**config.mk**
```make
export PLATFORM = sky130hd
export DESIGN_NAME = cluster_bus_xbar
export DESIGN_NICKNAME = d
export VERILOG_FILES = /design/src/hw/cluster_bus_cfg_pkg.sv /design/src/hw/cluster_bus_chan_pkg.sv /design/src/hw/cluster_addr_decoder.sv /design/src/hw/cluster_bus_arbiter.sv /design/src/hw/cluster_bus_demux.sv /design/src/hw/cluster_bus_rsp_router.sv /design/src/hw/cluster_bus_xbar.sv
export SDC_FILE = /design/constraint.sdc
export NUM_CORES = 1
export LEC_CHECK = 0
export BUFFER_PORTS_ARGS = -buffer_cell sky130_fd_sc_hd__buf_2
export CELL_PAD_IN_SITES_DETAIL_PLACEMENT = 0
export CELL_PAD_IN_SITES_GLOBAL_PLACEMENT = 1
export CORE_AREA = 2 2 305 307
export CTS_CLUSTER_SIZE = 28
export DETAILED_ROUTE_END_ITERATION = 10
export DIE_AREA = 0 0 307 309
export GPL_ROUTABILITY_DRIVEN = 0
export PLACE_DENSITY = 0.47
export REMOVE_ABC_BUFFERS = 1
export SKIP_CTS_REPAIR_TIMING = 1
export SYNTH_ARGS = -nofsm -noshare
export SYNTH_HDL_FRONTEND = slang
export SYNTH_SLANG_ARGS = --single-unit
export TNS_END_PERCENT = 50
```
**constraint.sdc**
```tcl
create_clock -name clk_i -period 7.1 [get_ports clk_i]
set_clock_uncertainty 0.1 [all_clocks]
set_input_delay 0.71 -clock clk_i [delete_from_list [all_inputs] [get_ports clk_i]]
set_output_delay 0.71 -clock clk_i [all_outputs]
set_load 0.005 [all_outputs]
```
**src/hw/cluster_bus_cfg_pkg.sv**
```systemverilog
// bus widths, port counts, target indices and the address-map rule type
package cluster_bus_cfg_pkg;

  // bus geometry
  localparam int unsigned ADDR_WIDTH = 32;
  localparam int unsigned DATA_WIDTH = 32;

  // initiators: core data, icache refill, dma, external bus
  localparam int unsigned NB_INIT = 4;

  // targets: tcdm, cluster peripherals, external bus
  localparam int unsigned NB_TARGET = 3;

  // id grows by the initiator index on the way to a target
  localparam int unsigned ID_IN_WIDTH  = 4;
  localparam int unsigned ID_OUT_WIDTH = ID_IN_WIDTH + $clog2(NB_INIT);

  typedef logic [1:0] tgt_sel_t;

  localparam tgt_sel_t TGT_TCDM   = 2'd0;
  localparam tgt_sel_t TGT_PERIPH = 2'd1;
  localparam tgt_sel_t TGT_EXT    = 2'd2;

  // tcdm, peripherals, above cluster, below cluster
  localparam int unsigned N_RULES = 4;

  // one address window, end address is exclusive
  typedef struct packed {
    tgt_sel_t                idx;
    logic [ADDR_WIDTH-1:0]   start_addr;
    logic [ADDR_WIDTH-1:0]   end_addr;
  } addr_rule_t;

endpackage

```
**src/hw/cluster_bus_chan_pkg.sv**
```systemverilog
// request and response channel structs for initiator and target ports
package cluster_bus_chan_pkg;

  // request beat as issued by an initiator
  typedef struct packed {
    logic                                      valid;
    logic                                      we;
    logic [cluster_bus_cfg_pkg::ADDR_WIDTH-1:0]   addr;
    logic [cluster_bus_cfg_pkg::DATA_WIDTH-1:0]   wdata;
    logic [cluster_bus_cfg_pkg::ID_IN_WIDTH-1:0]  id;
  } init_req_t;

  // request beat at a target, id carries the initiator index on top
  typedef struct packed {
    logic                                      valid;
    logic                                      we;
    logic [cluster_bus_cfg_pkg::ADDR_WIDTH-1:0]   addr;
    logic [cluster_bus_cfg_pkg::DATA_WIDTH-1:0]   wdata;
    logic [cluster_bus_cfg_pkg::ID_OUT_WIDTH-1:0] id;
  } tgt_req_t;

  // response beat delivered to an initiator
  typedef struct packed {
    logic                                      valid;
    logic [cluster_bus_cfg_pkg::DATA_WIDTH-1:0]   rdata;
    logic [cluster_bus_cfg_pkg::ID_IN_WIDTH-1:0]  id;
  } init_rsp_t;

  // response beat from a target, still with the prefixed id
  typedef struct packed {
    logic                                      valid;
    logic [cluster_bus_cfg_pkg::DATA_WIDTH-1:0]   rdata;
    logic [cluster_bus_cfg_pkg::ID_OUT_WIDTH-1:0] id;
  } tgt_rsp_t;

endpackage

```
**src/hw/cluster_addr_decoder.sv**
```systemverilog
// cluster address decoder building the rule table from the cluster id
module cluster_addr_decoder #(
  // tcdm must be non-zero and fit below the peripheral window (at most 2 MiB)
  parameter int unsigned TCDM_SIZE = 256 * 1024,
  parameter logic [cluster_bus_cfg_pkg::ADDR_WIDTH-1:0] BASE_ADDR   = 32'h5000_0000,
  parameter logic [cluster_bus_cfg_pkg::ADDR_WIDTH-1:0] PERIPH_OFFS = 32'h0020_0000,
  parameter logic [cluster_bus_cfg_pkg::ADDR_WIDTH-1:0] EXT_OFFS    = 32'h0040_0000
) (
  input  logic [5:0]                                 cluster_id_i,
  input  logic [cluster_bus_cfg_pkg::ADDR_WIDTH-1:0] addr_i,
  output cluster_bus_cfg_pkg::tgt_sel_t              tgt_o
);

  localparam int unsigned AW = cluster_bus_cfg_pkg::ADDR_WIDTH;

  logic [AW-1:0]                   cluster_base;
  cluster_bus_cfg_pkg::addr_rule_t rules [cluster_bus_cfg_pkg::N_RULES];
  logic                            hit_found;

  // each cluster owns a 4 MiB slot above the base address
  assign cluster_base = BASE_ADDR + (AW'(cluster_id_i) << 22);

  assign rules[0] = '{idx:        cluster_bus_cfg_pkg::TGT_TCDM,
                      start_addr: cluster_base,
                      end_addr:   cluster_base + AW'(TCDM_SIZE)};
  assign rules[1] = '{idx:        cluster_bus_cfg_pkg::TGT_PERIPH,
                      start_addr: cluster_base + PERIPH_OFFS,
                      end_addr:   cluster_base + EXT_OFFS};
  // everything above the cluster
  assign rules[2] = '{idx:        cluster_bus_cfg_pkg::TGT_EXT,
                      start_addr: cluster_base + EXT_OFFS,
                      end_addr:   {AW{1'b1}}};
  // everything below the cluster
  assign rules[3] = '{idx:        cluster_bus_cfg_pkg::TGT_EXT,
                      start_addr: '0,
                      end_addr:   cluster_base};

  // first matching rule wins, the top address falls through to external
  always_comb begin
    tgt_o     = cluster_bus_cfg_pkg::TGT_EXT;
    hit_found = 1'b0;
    for (int r = 0; r < cluster_bus_cfg_pkg::N_RULES; r++) begin
      if (!hit_found && addr_i >= rules[r].start_addr && addr_i < rules[r].end_addr) begin
        tgt_o     = rules[r].idx;
        hit_found = 1'b1;
      end
    end
  end

endmodule

```
**src/hw/cluster_bus_arbiter.sv**
```systemverilog
// per-target round-robin arbiter with grant lock and request id extension
module cluster_bus_arbiter (
  input  logic                                    clk_i,
  input  logic                                    rst_n_i,
  input  cluster_bus_chan_pkg::init_req_t         req_i [cluster_bus_cfg_pkg::NB_INIT],
  input  logic [cluster_bus_cfg_pkg::NB_INIT-1:0] req_valid_i,
  output logic [cluster_bus_cfg_pkg::NB_INIT-1:0] grant_ready_o,
  output cluster_bus_chan_pkg::tgt_req_t          tgt_req_o,
  input  logic                                    tgt_ready_i
);

  localparam int unsigned NI = cluster_bus_cfg_pkg::NB_INIT;
  localparam int unsigned IW = $clog2(NI);

  logic [IW-1:0] rr_ptr_q;
  logic          lock_q;
  logic [IW-1:0] lock_idx_q;
  logic [IW-1:0] rr_idx;
  logic          rr_found;
  logic [IW-1:0] cand;
  logic [IW-1:0] gnt_idx;
  logic          gnt_valid;

  // first valid request at or after the pointer
  always_comb begin
    rr_idx   = rr_ptr_q;
    rr_found = 1'b0;
    cand     = rr_ptr_q;
    for (int k = 0; k < NI; k++) begin
      cand = IW'((int'(rr_ptr_q) + k) % NI);
      if (!rr_found && req_valid_i[cand]) begin
        rr_idx   = cand;
        rr_found = 1'b1;
      end
    end
  end

  // locked grant keeps the payload stable under back-pressure
  assign gnt_idx   = lock_q ? lock_idx_q : rr_idx;
  assign gnt_valid = lock_q | rr_found;

  always_comb begin
    tgt_req_o.valid = gnt_valid;
    tgt_req_o.we    = req_i[gnt_idx].we;
    tgt_req_o.addr  = req_i[gnt_idx].addr;
    tgt_req_o.wdata = req_i[gnt_idx].wdata;
    // winner index on top, so the response can find its way back
    tgt_req_o.id    = {gnt_idx, req_i[gnt_idx].id};
    for (int i = 0; i < NI; i++) begin
      grant_ready_o[i] = gnt_valid && tgt_ready_i && (gnt_idx == IW'(i));
    end
  end

  always_ff @(posedge clk_i) begin
    if (!rst_n_i) begin
      rr_ptr_q   <= '0;
      lock_q     <= 1'b0;
      lock_idx_q <= '0;
    end else if (gnt_valid && tgt_ready_i) begin
      rr_ptr_q <= IW'((int'(gnt_idx) + 1) % NI);
      lock_q   <= 1'b0;
    end else if (gnt_valid) begin
      lock_q     <= 1'b1;
      lock_idx_q <= gnt_idx;
    end
  end

endmodule

```
**src/hw/cluster_bus_demux.sv**
```systemverilog
// per-initiator request steering toward the decoded target and ready return
module cluster_bus_demux #(
  parameter int unsigned TCDM_SIZE = 256 * 1024,
  parameter logic [cluster_bus_cfg_pkg::ADDR_WIDTH-1:0] BASE_ADDR   = 32'h5000_0000,
  parameter logic [cluster_bus_cfg_pkg::ADDR_WIDTH-1:0] PERIPH_OFFS = 32'h0020_0000,
  parameter logic [cluster_bus_cfg_pkg::ADDR_WIDTH-1:0] EXT_OFFS    = 32'h0040_0000
) (
  input  logic                                       clk_i,
  input  logic                                       rst_n_i,
  input  logic [5:0]                                 cluster_id_i,
  input  cluster_bus_chan_pkg::init_req_t            req_i,
  output logic                                       req_ready_o,
  output logic [cluster_bus_cfg_pkg::NB_TARGET-1:0]  tgt_valid_o,
  input  logic [cluster_bus_cfg_pkg::NB_TARGET-1:0]  tgt_ready_i
);

  cluster_bus_cfg_pkg::tgt_sel_t dec_tgt;
  cluster_bus_cfg_pkg::tgt_sel_t sel;
  cluster_bus_cfg_pkg::tgt_sel_t sel_q;
  logic                          stall_q;

  cluster_addr_decoder #(
    .TCDM_SIZE   (TCDM_SIZE),
    .BASE_ADDR   (BASE_ADDR),
    .PERIPH_OFFS (PERIPH_OFFS),
    .EXT_OFFS    (EXT_OFFS)
  ) u_decoder (
    .cluster_id_i (cluster_id_i),
    .addr_i       (req_i.addr),
    .tgt_o        (dec_tgt)
  );

  // a stalled request keeps the target it was first steered to
  assign sel = stall_q ? sel_q : dec_tgt;

  always_comb begin
    for (int t = 0; t < cluster_bus_cfg_pkg::NB_TARGET; t++) begin
      tgt_valid_o[t] = req_i.valid && (sel == cluster_bus_cfg_pkg::tgt_sel_t'(t));
    end
  end

  assign req_ready_o = req_i.valid && tgt_ready_i[sel];

  always_ff @(posedge clk_i) begin
    if (!rst_n_i) begin
      stall_q <= 1'b0;
      sel_q   <= cluster_bus_cfg_pkg::TGT_TCDM;
    end else if (req_i.valid && !req_ready_o) begin
      stall_q <= 1'b1;
      sel_q   <= sel;
    end else begin
      stall_q <= 1'b0;
    end
  end

endmodule

```
**src/hw/cluster_bus_rsp_router.sv**
```systemverilog
// response router returning target responses to initiators by id prefix
module cluster_bus_rsp_router (
  input  logic                                      clk_i,
  input  logic                                      rst_n_i,
  input  cluster_bus_chan_pkg::tgt_rsp_t            tgt_rsp_i [cluster_bus_cfg_pkg::NB_TARGET],
  output logic [cluster_bus_cfg_pkg::NB_TARGET-1:0] tgt_rsp_ready_o,
  output cluster_bus_chan_pkg::init_rsp_t           init_rsp_o [cluster_bus_cfg_pkg::NB_INIT],
  input  logic [cluster_bus_cfg_pkg::NB_INIT-1:0]   init_rsp_ready_i
);

  localparam int unsigned NI  = cluster_bus_cfg_pkg::NB_INIT;
  localparam int unsigned NT  = cluster_bus_cfg_pkg::NB_TARGET;
  localparam int unsigned IDI = cluster_bus_cfg_pkg::ID_IN_WIDTH;
  localparam int unsigned IDO = cluster_bus_cfg_pkg::ID_OUT_WIDTH;
  localparam int unsigned IW  = IDO - IDI;

  cluster_bus_cfg_pkg::tgt_sel_t pick  [NI];
  cluster_bus_cfg_pkg::tgt_sel_t sel_q [NI];
  logic [NI-1:0]                 pick_valid;
  logic [NI-1:0]                 hold_q;

  always_comb begin
    tgt_rsp_ready_o = '0;
    for (int i = 0; i < NI; i++) begin
      pick[i]       = sel_q[i];
      pick_valid[i] = hold_q[i];
      // downward scan, so the lowest target index wins
      if (!hold_q[i]) begin
        for (int t = NT - 1; t >= 0; t--) begin
          if (tgt_rsp_i[t].valid && tgt_rsp_i[t].id[IDO-1 -: IW] == IW'(i)) begin
            pick[i]       = cluster_bus_cfg_pkg::tgt_sel_t'(t);
            pick_valid[i] = 1'b1;
          end
        end
      end
      init_rsp_o[i].valid = pick_valid[i];
      init_rsp_o[i].rdata = tgt_rsp_i[pick[i]].rdata;
      init_rsp_o[i].id    = tgt_rsp_i[pick[i]].id[IDI-1:0];
      if (pick_valid[i] && init_rsp_ready_i[i]) begin
        tgt_rsp_ready_o[pick[i]] = 1'b1;
      end
    end
  end

  // keep the chosen target while the initiator stalls
  always_ff @(posedge clk_i) begin
    for (int i = 0; i < NI; i++) begin
      if (!rst_n_i) begin
        hold_q[i] <= 1'b0;
        sel_q[i]  <= cluster_bus_cfg_pkg::TGT_TCDM;
      end else begin
        hold_q[i] <= pick_valid[i] && !init_rsp_ready_i[i];
        sel_q[i]  <= pick[i];
      end
    end
  end

endmodule

```
**src/hw/cluster_bus_xbar.sv**
```systemverilog
// cluster crossbar top connecting request demuxes, arbiters and response router
module cluster_bus_xbar #(
  parameter int unsigned TCDM_SIZE = 256 * 1024,
  parameter logic [cluster_bus_cfg_pkg::ADDR_WIDTH-1:0] BASE_ADDR   = 32'h5000_0000,
  parameter logic [cluster_bus_cfg_pkg::ADDR_WIDTH-1:0] PERIPH_OFFS = 32'h0020_0000,
  parameter logic [cluster_bus_cfg_pkg::ADDR_WIDTH-1:0] EXT_OFFS    = 32'h0040_0000
) (
  input  logic                                      clk_i,
  input  logic                                      rst_n_i,
  input  logic [5:0]                                cluster_id_i,
  input  cluster_bus_chan_pkg::init_req_t           init_req_i [cluster_bus_cfg_pkg::NB_INIT],
  output logic [cluster_bus_cfg_pkg::NB_INIT-1:0]   init_req_ready_o,
  output cluster_bus_chan_pkg::init_rsp_t           init_rsp_o [cluster_bus_cfg_pkg::NB_INIT],
  input  logic [cluster_bus_cfg_pkg::NB_INIT-1:0]   init_rsp_ready_i,
  output cluster_bus_chan_pkg::tgt_req_t            tgt_req_o [cluster_bus_cfg_pkg::NB_TARGET],
  input  logic [cluster_bus_cfg_pkg::NB_TARGET-1:0] tgt_req_ready_i,
  input  cluster_bus_chan_pkg::tgt_rsp_t            tgt_rsp_i [cluster_bus_cfg_pkg::NB_TARGET],
  output logic [cluster_bus_cfg_pkg::NB_TARGET-1:0] tgt_rsp_ready_o
);

  localparam int unsigned NI = cluster_bus_cfg_pkg::NB_INIT;
  localparam int unsigned NT = cluster_bus_cfg_pkg::NB_TARGET;

  // demux side is indexed by initiator, arbiter side by target
  logic [NT-1:0] dmx_valid [NI];
  logic [NT-1:0] dmx_ready [NI];
  logic [NI-1:0] arb_valid [NT];
  logic [NI-1:0] arb_ready [NT];

  for (genvar i = 0; i < NI; i++) begin : g_init
    cluster_bus_demux #(
      .TCDM_SIZE   (TCDM_SIZE),
      .BASE_ADDR   (BASE_ADDR),
      .PERIPH_OFFS (PERIPH_OFFS),
      .EXT_OFFS    (EXT_OFFS)
    ) u_demux (
      .clk_i        (clk_i),
      .rst_n_i      (rst_n_i),
      .cluster_id_i (cluster_id_i),
      .req_i        (init_req_i[i]),
      .req_ready_o  (init_req_ready_o[i]),
      .tgt_valid_o  (dmx_valid[i]),
      .tgt_ready_i  (dmx_ready[i])
    );
    for (genvar t = 0; t < NT; t++) begin : g_cross
      assign arb_valid[t][i] = dmx_valid[i][t];
      assign dmx_ready[i][t] = arb_ready[t][i];
    end
  end

  for (genvar t = 0; t < NT; t++) begin : g_tgt
    cluster_bus_arbiter u_arbiter (
      .clk_i         (clk_i),
      .rst_n_i       (rst_n_i),
      .req_i         (init_req_i),
      .req_valid_i   (arb_valid[t]),
      .grant_ready_o (arb_ready[t]),
      .tgt_req_o     (tgt_req_o[t]),
      .tgt_ready_i   (tgt_req_ready_i[t])
    );
  end

  cluster_bus_rsp_router u_rsp_router (
    .clk_i            (clk_i),
    .rst_n_i          (rst_n_i),
    .tgt_rsp_i        (tgt_rsp_i),
    .tgt_rsp_ready_o  (tgt_rsp_ready_o),
    .init_rsp_o       (init_rsp_o),
    .init_rsp_ready_i (init_rsp_ready_i)
  );

endmodule

```
==> summary.txt <==
Status
  • Outcome: finished clean

Power and ir drop
  • Leak: about 9.5 nW
  • Power per cell area: roughly 220 mW/mm²
  • Power, Total: roughly 4.3 mW
  • VDD IR max: about 0.16 mV

Cells and area
  • Share of layout cells above drive strength 1: 0.328
  • Final instance area: between 0.015 and 0.02 mm²
  • Non-filler instance count after layout: between 3000 and 4000
  • Area delta synth->final: 37.5%
  • Most frequent cells in the layout: 782 x buf_2, 563 x mux2i_1, 468 x nand2_1
  • Finished Core Util: 0.215
  • Fin nets: between 3000 and 4000
  • Most common cell after layout, fill and taps aside: buf_2
  • Fillers: 10600

Setup path
  • CP Data Arrival Time: about 5700 ps
  • CP Max Fanout: 30
  • Worst Setup End Kind: output pin
  • RR Startpoint: g_init[0].u_demux.stall_q$_SDFF_PN0_
  • Worst setup SP type: input port
  • Critical path class: in -> out
  • Setup crit start: cluster_id_i[0]
  • Reg2reg path depth: 13
  • Worst R2R End: g_init[0].u_demux.sel_q[0]$_SDFFE_PN0P_
  • WP data required: 6290 ps
  • End point of the critical path: tgt_req_o[89]
  • Reg-to-reg slack, setup: ~3400 ps

Die
  • Core Area: just over 0.09 mm²
  • Die X: just over 300 µm
  • Row count: around 110
  • Initial Util: 0.156
  • DIE HEIGHT: just over 300 µm
  • Full die area: 0.0949 mm²
  • IO Pins: around 780

Clocking
  • CTS root buffer: clkbuf_16
  • Longest Clk Path Bufs: 2
  • H-Tree Depth: 2
  • Sink Count: 39
  • TritonCTS clock tree: built
  • Clk slew on worst S/H paths: around 60 ps
  • Skew-Pair Late Insertion Delay: roughly 310 ps
  • TritonCTS buffer count: 5

Place
  • IO buf count: just under 800
  • DP Wirelength: approximately 79000 µm
  • Dpl cell area: between 0.015 and 0.02 mm²
  • Dpl cells: between 3000 and 4000

Global route
  • First-pass GRT wire length: around 140000 µm
  • Vias in the first global route: approximately 18000
  • Initial antenna violation count: 29
  • Largest net degree at the start of global routing: 118
  • All-Layer GR Usage: 0.196
  • Remaining Overflow, GRT: 0

STA
  • Final Hold Vio Count: 0
  • Worst slew margin: 0.206
  • Max Freq: between 150 and 200 MHz
  • Slew Limit Fails: 0
  • Least-Margin Pin Slew: around 1200 ps
  • Final min period: roughly 6500 ps
  • RSZ-0062 raised after global routing: false
  • Endpoints failing setup: 0
  • Final worst-path cycle share: 0.921
  • Setup TNS: 0 ps

Synth
  • Cell Area, Synth: about 0.014 mm²
  • Ys Warns: 0
  • Async S/R FF share, synth: 0
  • Avg Cell Area, Syn: between 7 and 8 µm²
  • Gate Count Post-Synth: 2020
  • Post-synthesis register bit count: 39
  • Sequential fraction of the synthesis area: 0.0547
  • Post-synth EDFFs: 0
  • Unique masters post-synth: between 90 and 100
  • Prevailing post-synth register cell: dfxtp_1

Drt
  • DR WL/cell: roughly 26 µm
  • Drt initial violations: about 1400
  • DRT Wirelength: approximately 100000 µm
  • Post-route ant nets: 0
  • Pre-Repair DR Iteration Count: 5
  • DR vias/cell: ~4.8
  • DRC violations left: 0
  • Total number of vias: 18800

Run
  • Maxcap violations: 0

Hold path
  • Min-Delay Path Depth: 2
  • Worst min-delay path category: reg -> reg
per-layer routing:
metal | wire, µm | part of all wire | track usage | vias to the layer above
met3 | 7300 | 0.073 | 0.0460 | 110
li1 | - | - | - | 8750
met2 | 45800 | 0.46 | 0.315 | 738
met5 | 93 | 0.00093 | 0 | -
met1 | 44400 | 0.45 | 0.265 | 9218
met4 | 2010 | 0.020 | 0.0429 | 14
critical path, stage by stage:
cell and delay [ps]:
buf_2 170, ha_1 270, xnor2_1 340, ha_1 320
a21oi_1 180, a21boi_0 110, a221o_1 390, maj3_2 360
a211oi_2 300, o21ai_1 190, a21oi_1 170, nor2_1 80
o41ai_4 560, inv_4 330, buf_4 420, mux2i_1 540
buf_2 230
synth_stat cells (5+ instances only):
| cell type | instances | area, µm² |
|---|---|---|
| mux2i_1 | 563 | 5640 |
| nand2_1 | 468 | 1760 |
| o21ai_0 | 161 | 806 |
| and3_1 | 80 | 500 |
| a31oi_1 | 76 | 475 |
| clkbuf_1 | 71 | 267 |
| ha_1 | 65 | 813 |
| nor2_1 | 59 | 221 |
| inv_1 | 40 | 150 |
| dfxtp_1 | 39 | 781 |
| a21oi_1 | 37 | 185 |
| buf_2 | 35 | 175 |
| buf_4 | 22 | 165 |
| nor4_1 | 18 | 113 |
| nand3_1 | 17 | 85.1 |
| nor2b_1 | 16 | 100 |
| nor3_1 | 15 | 75.1 |
| o21a_1 | 14 | 105 |
| buf_1 | 12 | 45.0 |
| nand3b_1 | 11 | 82.6 |
| a211oi_1 | 10 | 75.1 |
| and2_1 | 9 | 56.3 |
| o211ai_1 | 9 | 67.6 |
| nand4_1 | 8 | 50.1 |
| nor3b_1 | 8 | 60.1 |
| a21o_1 | 7 | 52.6 |
| buf_6 | 7 | 78.8 |
| nand2b_1 | 7 | 43.8 |
| inv_2 | 6 | 22.5 |
| o21ai_1 | 6 | 30.0 |
| o21bai_1 | 6 | 45.0 |
| or3_1 | 6 | 37.5 |
| or4_1 | 5 | 37.5 |
cell families after synthesis:
logic type / synth area share
AOI/OAI and AO/OA: 0.180
xor gates and xnor gates: 0.00237
adders and majority gates: 0.0592
buffers and inverters: 0.0632
DFF: 0.0547
muxes: 0.394
and+or+nand+nor: 0.246
final cells by class:
| type | instances | area (µm²) | area share |
|---|---|---|---|
| timing repair buffer | 819 | 4290 | 0.218 |
| multi-input combinational | 1788 | 12700 | 0.645 |
| sequential | 39 | 781 | 0.0397 |
| clock buffer | 5 | 125 | 0.00637 |
| tap | 1186 | 1480 | 0.0755 |
| inverter | 46 | 196 | 0.0100 |
| clock inverter | 3 | 43.8 | 0.00223 |
| antenna | 20 | 50.0 | 0.00255 |
worst min path at each step:
stage	start	to	slack, ps
2_1_floorplan	g_tgt[2].u_arbiter.lock_idx_q[1]$_SDFFE_PN0P_	g_tgt[2].u_arbiter.lock_idx_q[1]$_SDFFE_PN0P_	350
3_3_place_gp	g_tgt[2].u_arbiter.lock_idx_q[1]$_SDFFE_PN0P_	g_tgt[2].u_arbiter.lock_idx_q[1]$_SDFFE_PN0P_	380
3_5_place_dp	g_tgt[2].u_arbiter.lock_idx_q[1]$_SDFFE_PN0P_	g_tgt[2].u_arbiter.lock_idx_q[1]$_SDFFE_PN0P_	400
4_1_cts	g_init[2].u_demux.sel_q[1]$_SDFFE_PN0P_	g_init[2].u_demux.sel_q[1]$_SDFFE_PN0P_	410
5_1_grt	g_tgt[2].u_arbiter.lock_idx_q[1]$_SDFFE_PN0P_	g_tgt[2].u_arbiter.lock_idx_q[1]$_SDFFE_PN0P_	420
6_report	g_init[2].u_demux.sel_q[1]$_SDFFE_PN0P_	g_init[2].u_demux.sel_q[1]$_SDFFE_PN0P_	400
per-stage QoR:
step                      hold slack [ps]  setup WS (ps)
after floorplan                       351          -2780
after global placement                384            719
after detailed placement              396            645
after CTS                             409            635
after global routing                  422            247
final                                 401            562
state kept, by name (all words and copies together), names as in the netlist:
name / cells
g_tgt.u_arbiter.rr_ptr_q: 6
u_rsp_router.hold_q: 4
g_tgt.u_arbiter.lock_q: 3
g_init.u_demux.stall_q: 4
g_tgt.u_arbiter.lock_idx_q: 6
u_rsp_router.sel_q: 8
g_init.u_demux.sel_q: 8
power breakdown:
group / total (mW) / switching [mW] / internal [mW]
combinational: 3.72 / 2.23 / 1.49
sequential: 0.290 / 0.0410 / 0.249
clock: 0.282 / 0.115 / 0.167
total: 4.29 / 2.38 / 1.91
Note: power is estimated with default switching activity, not from simulation.
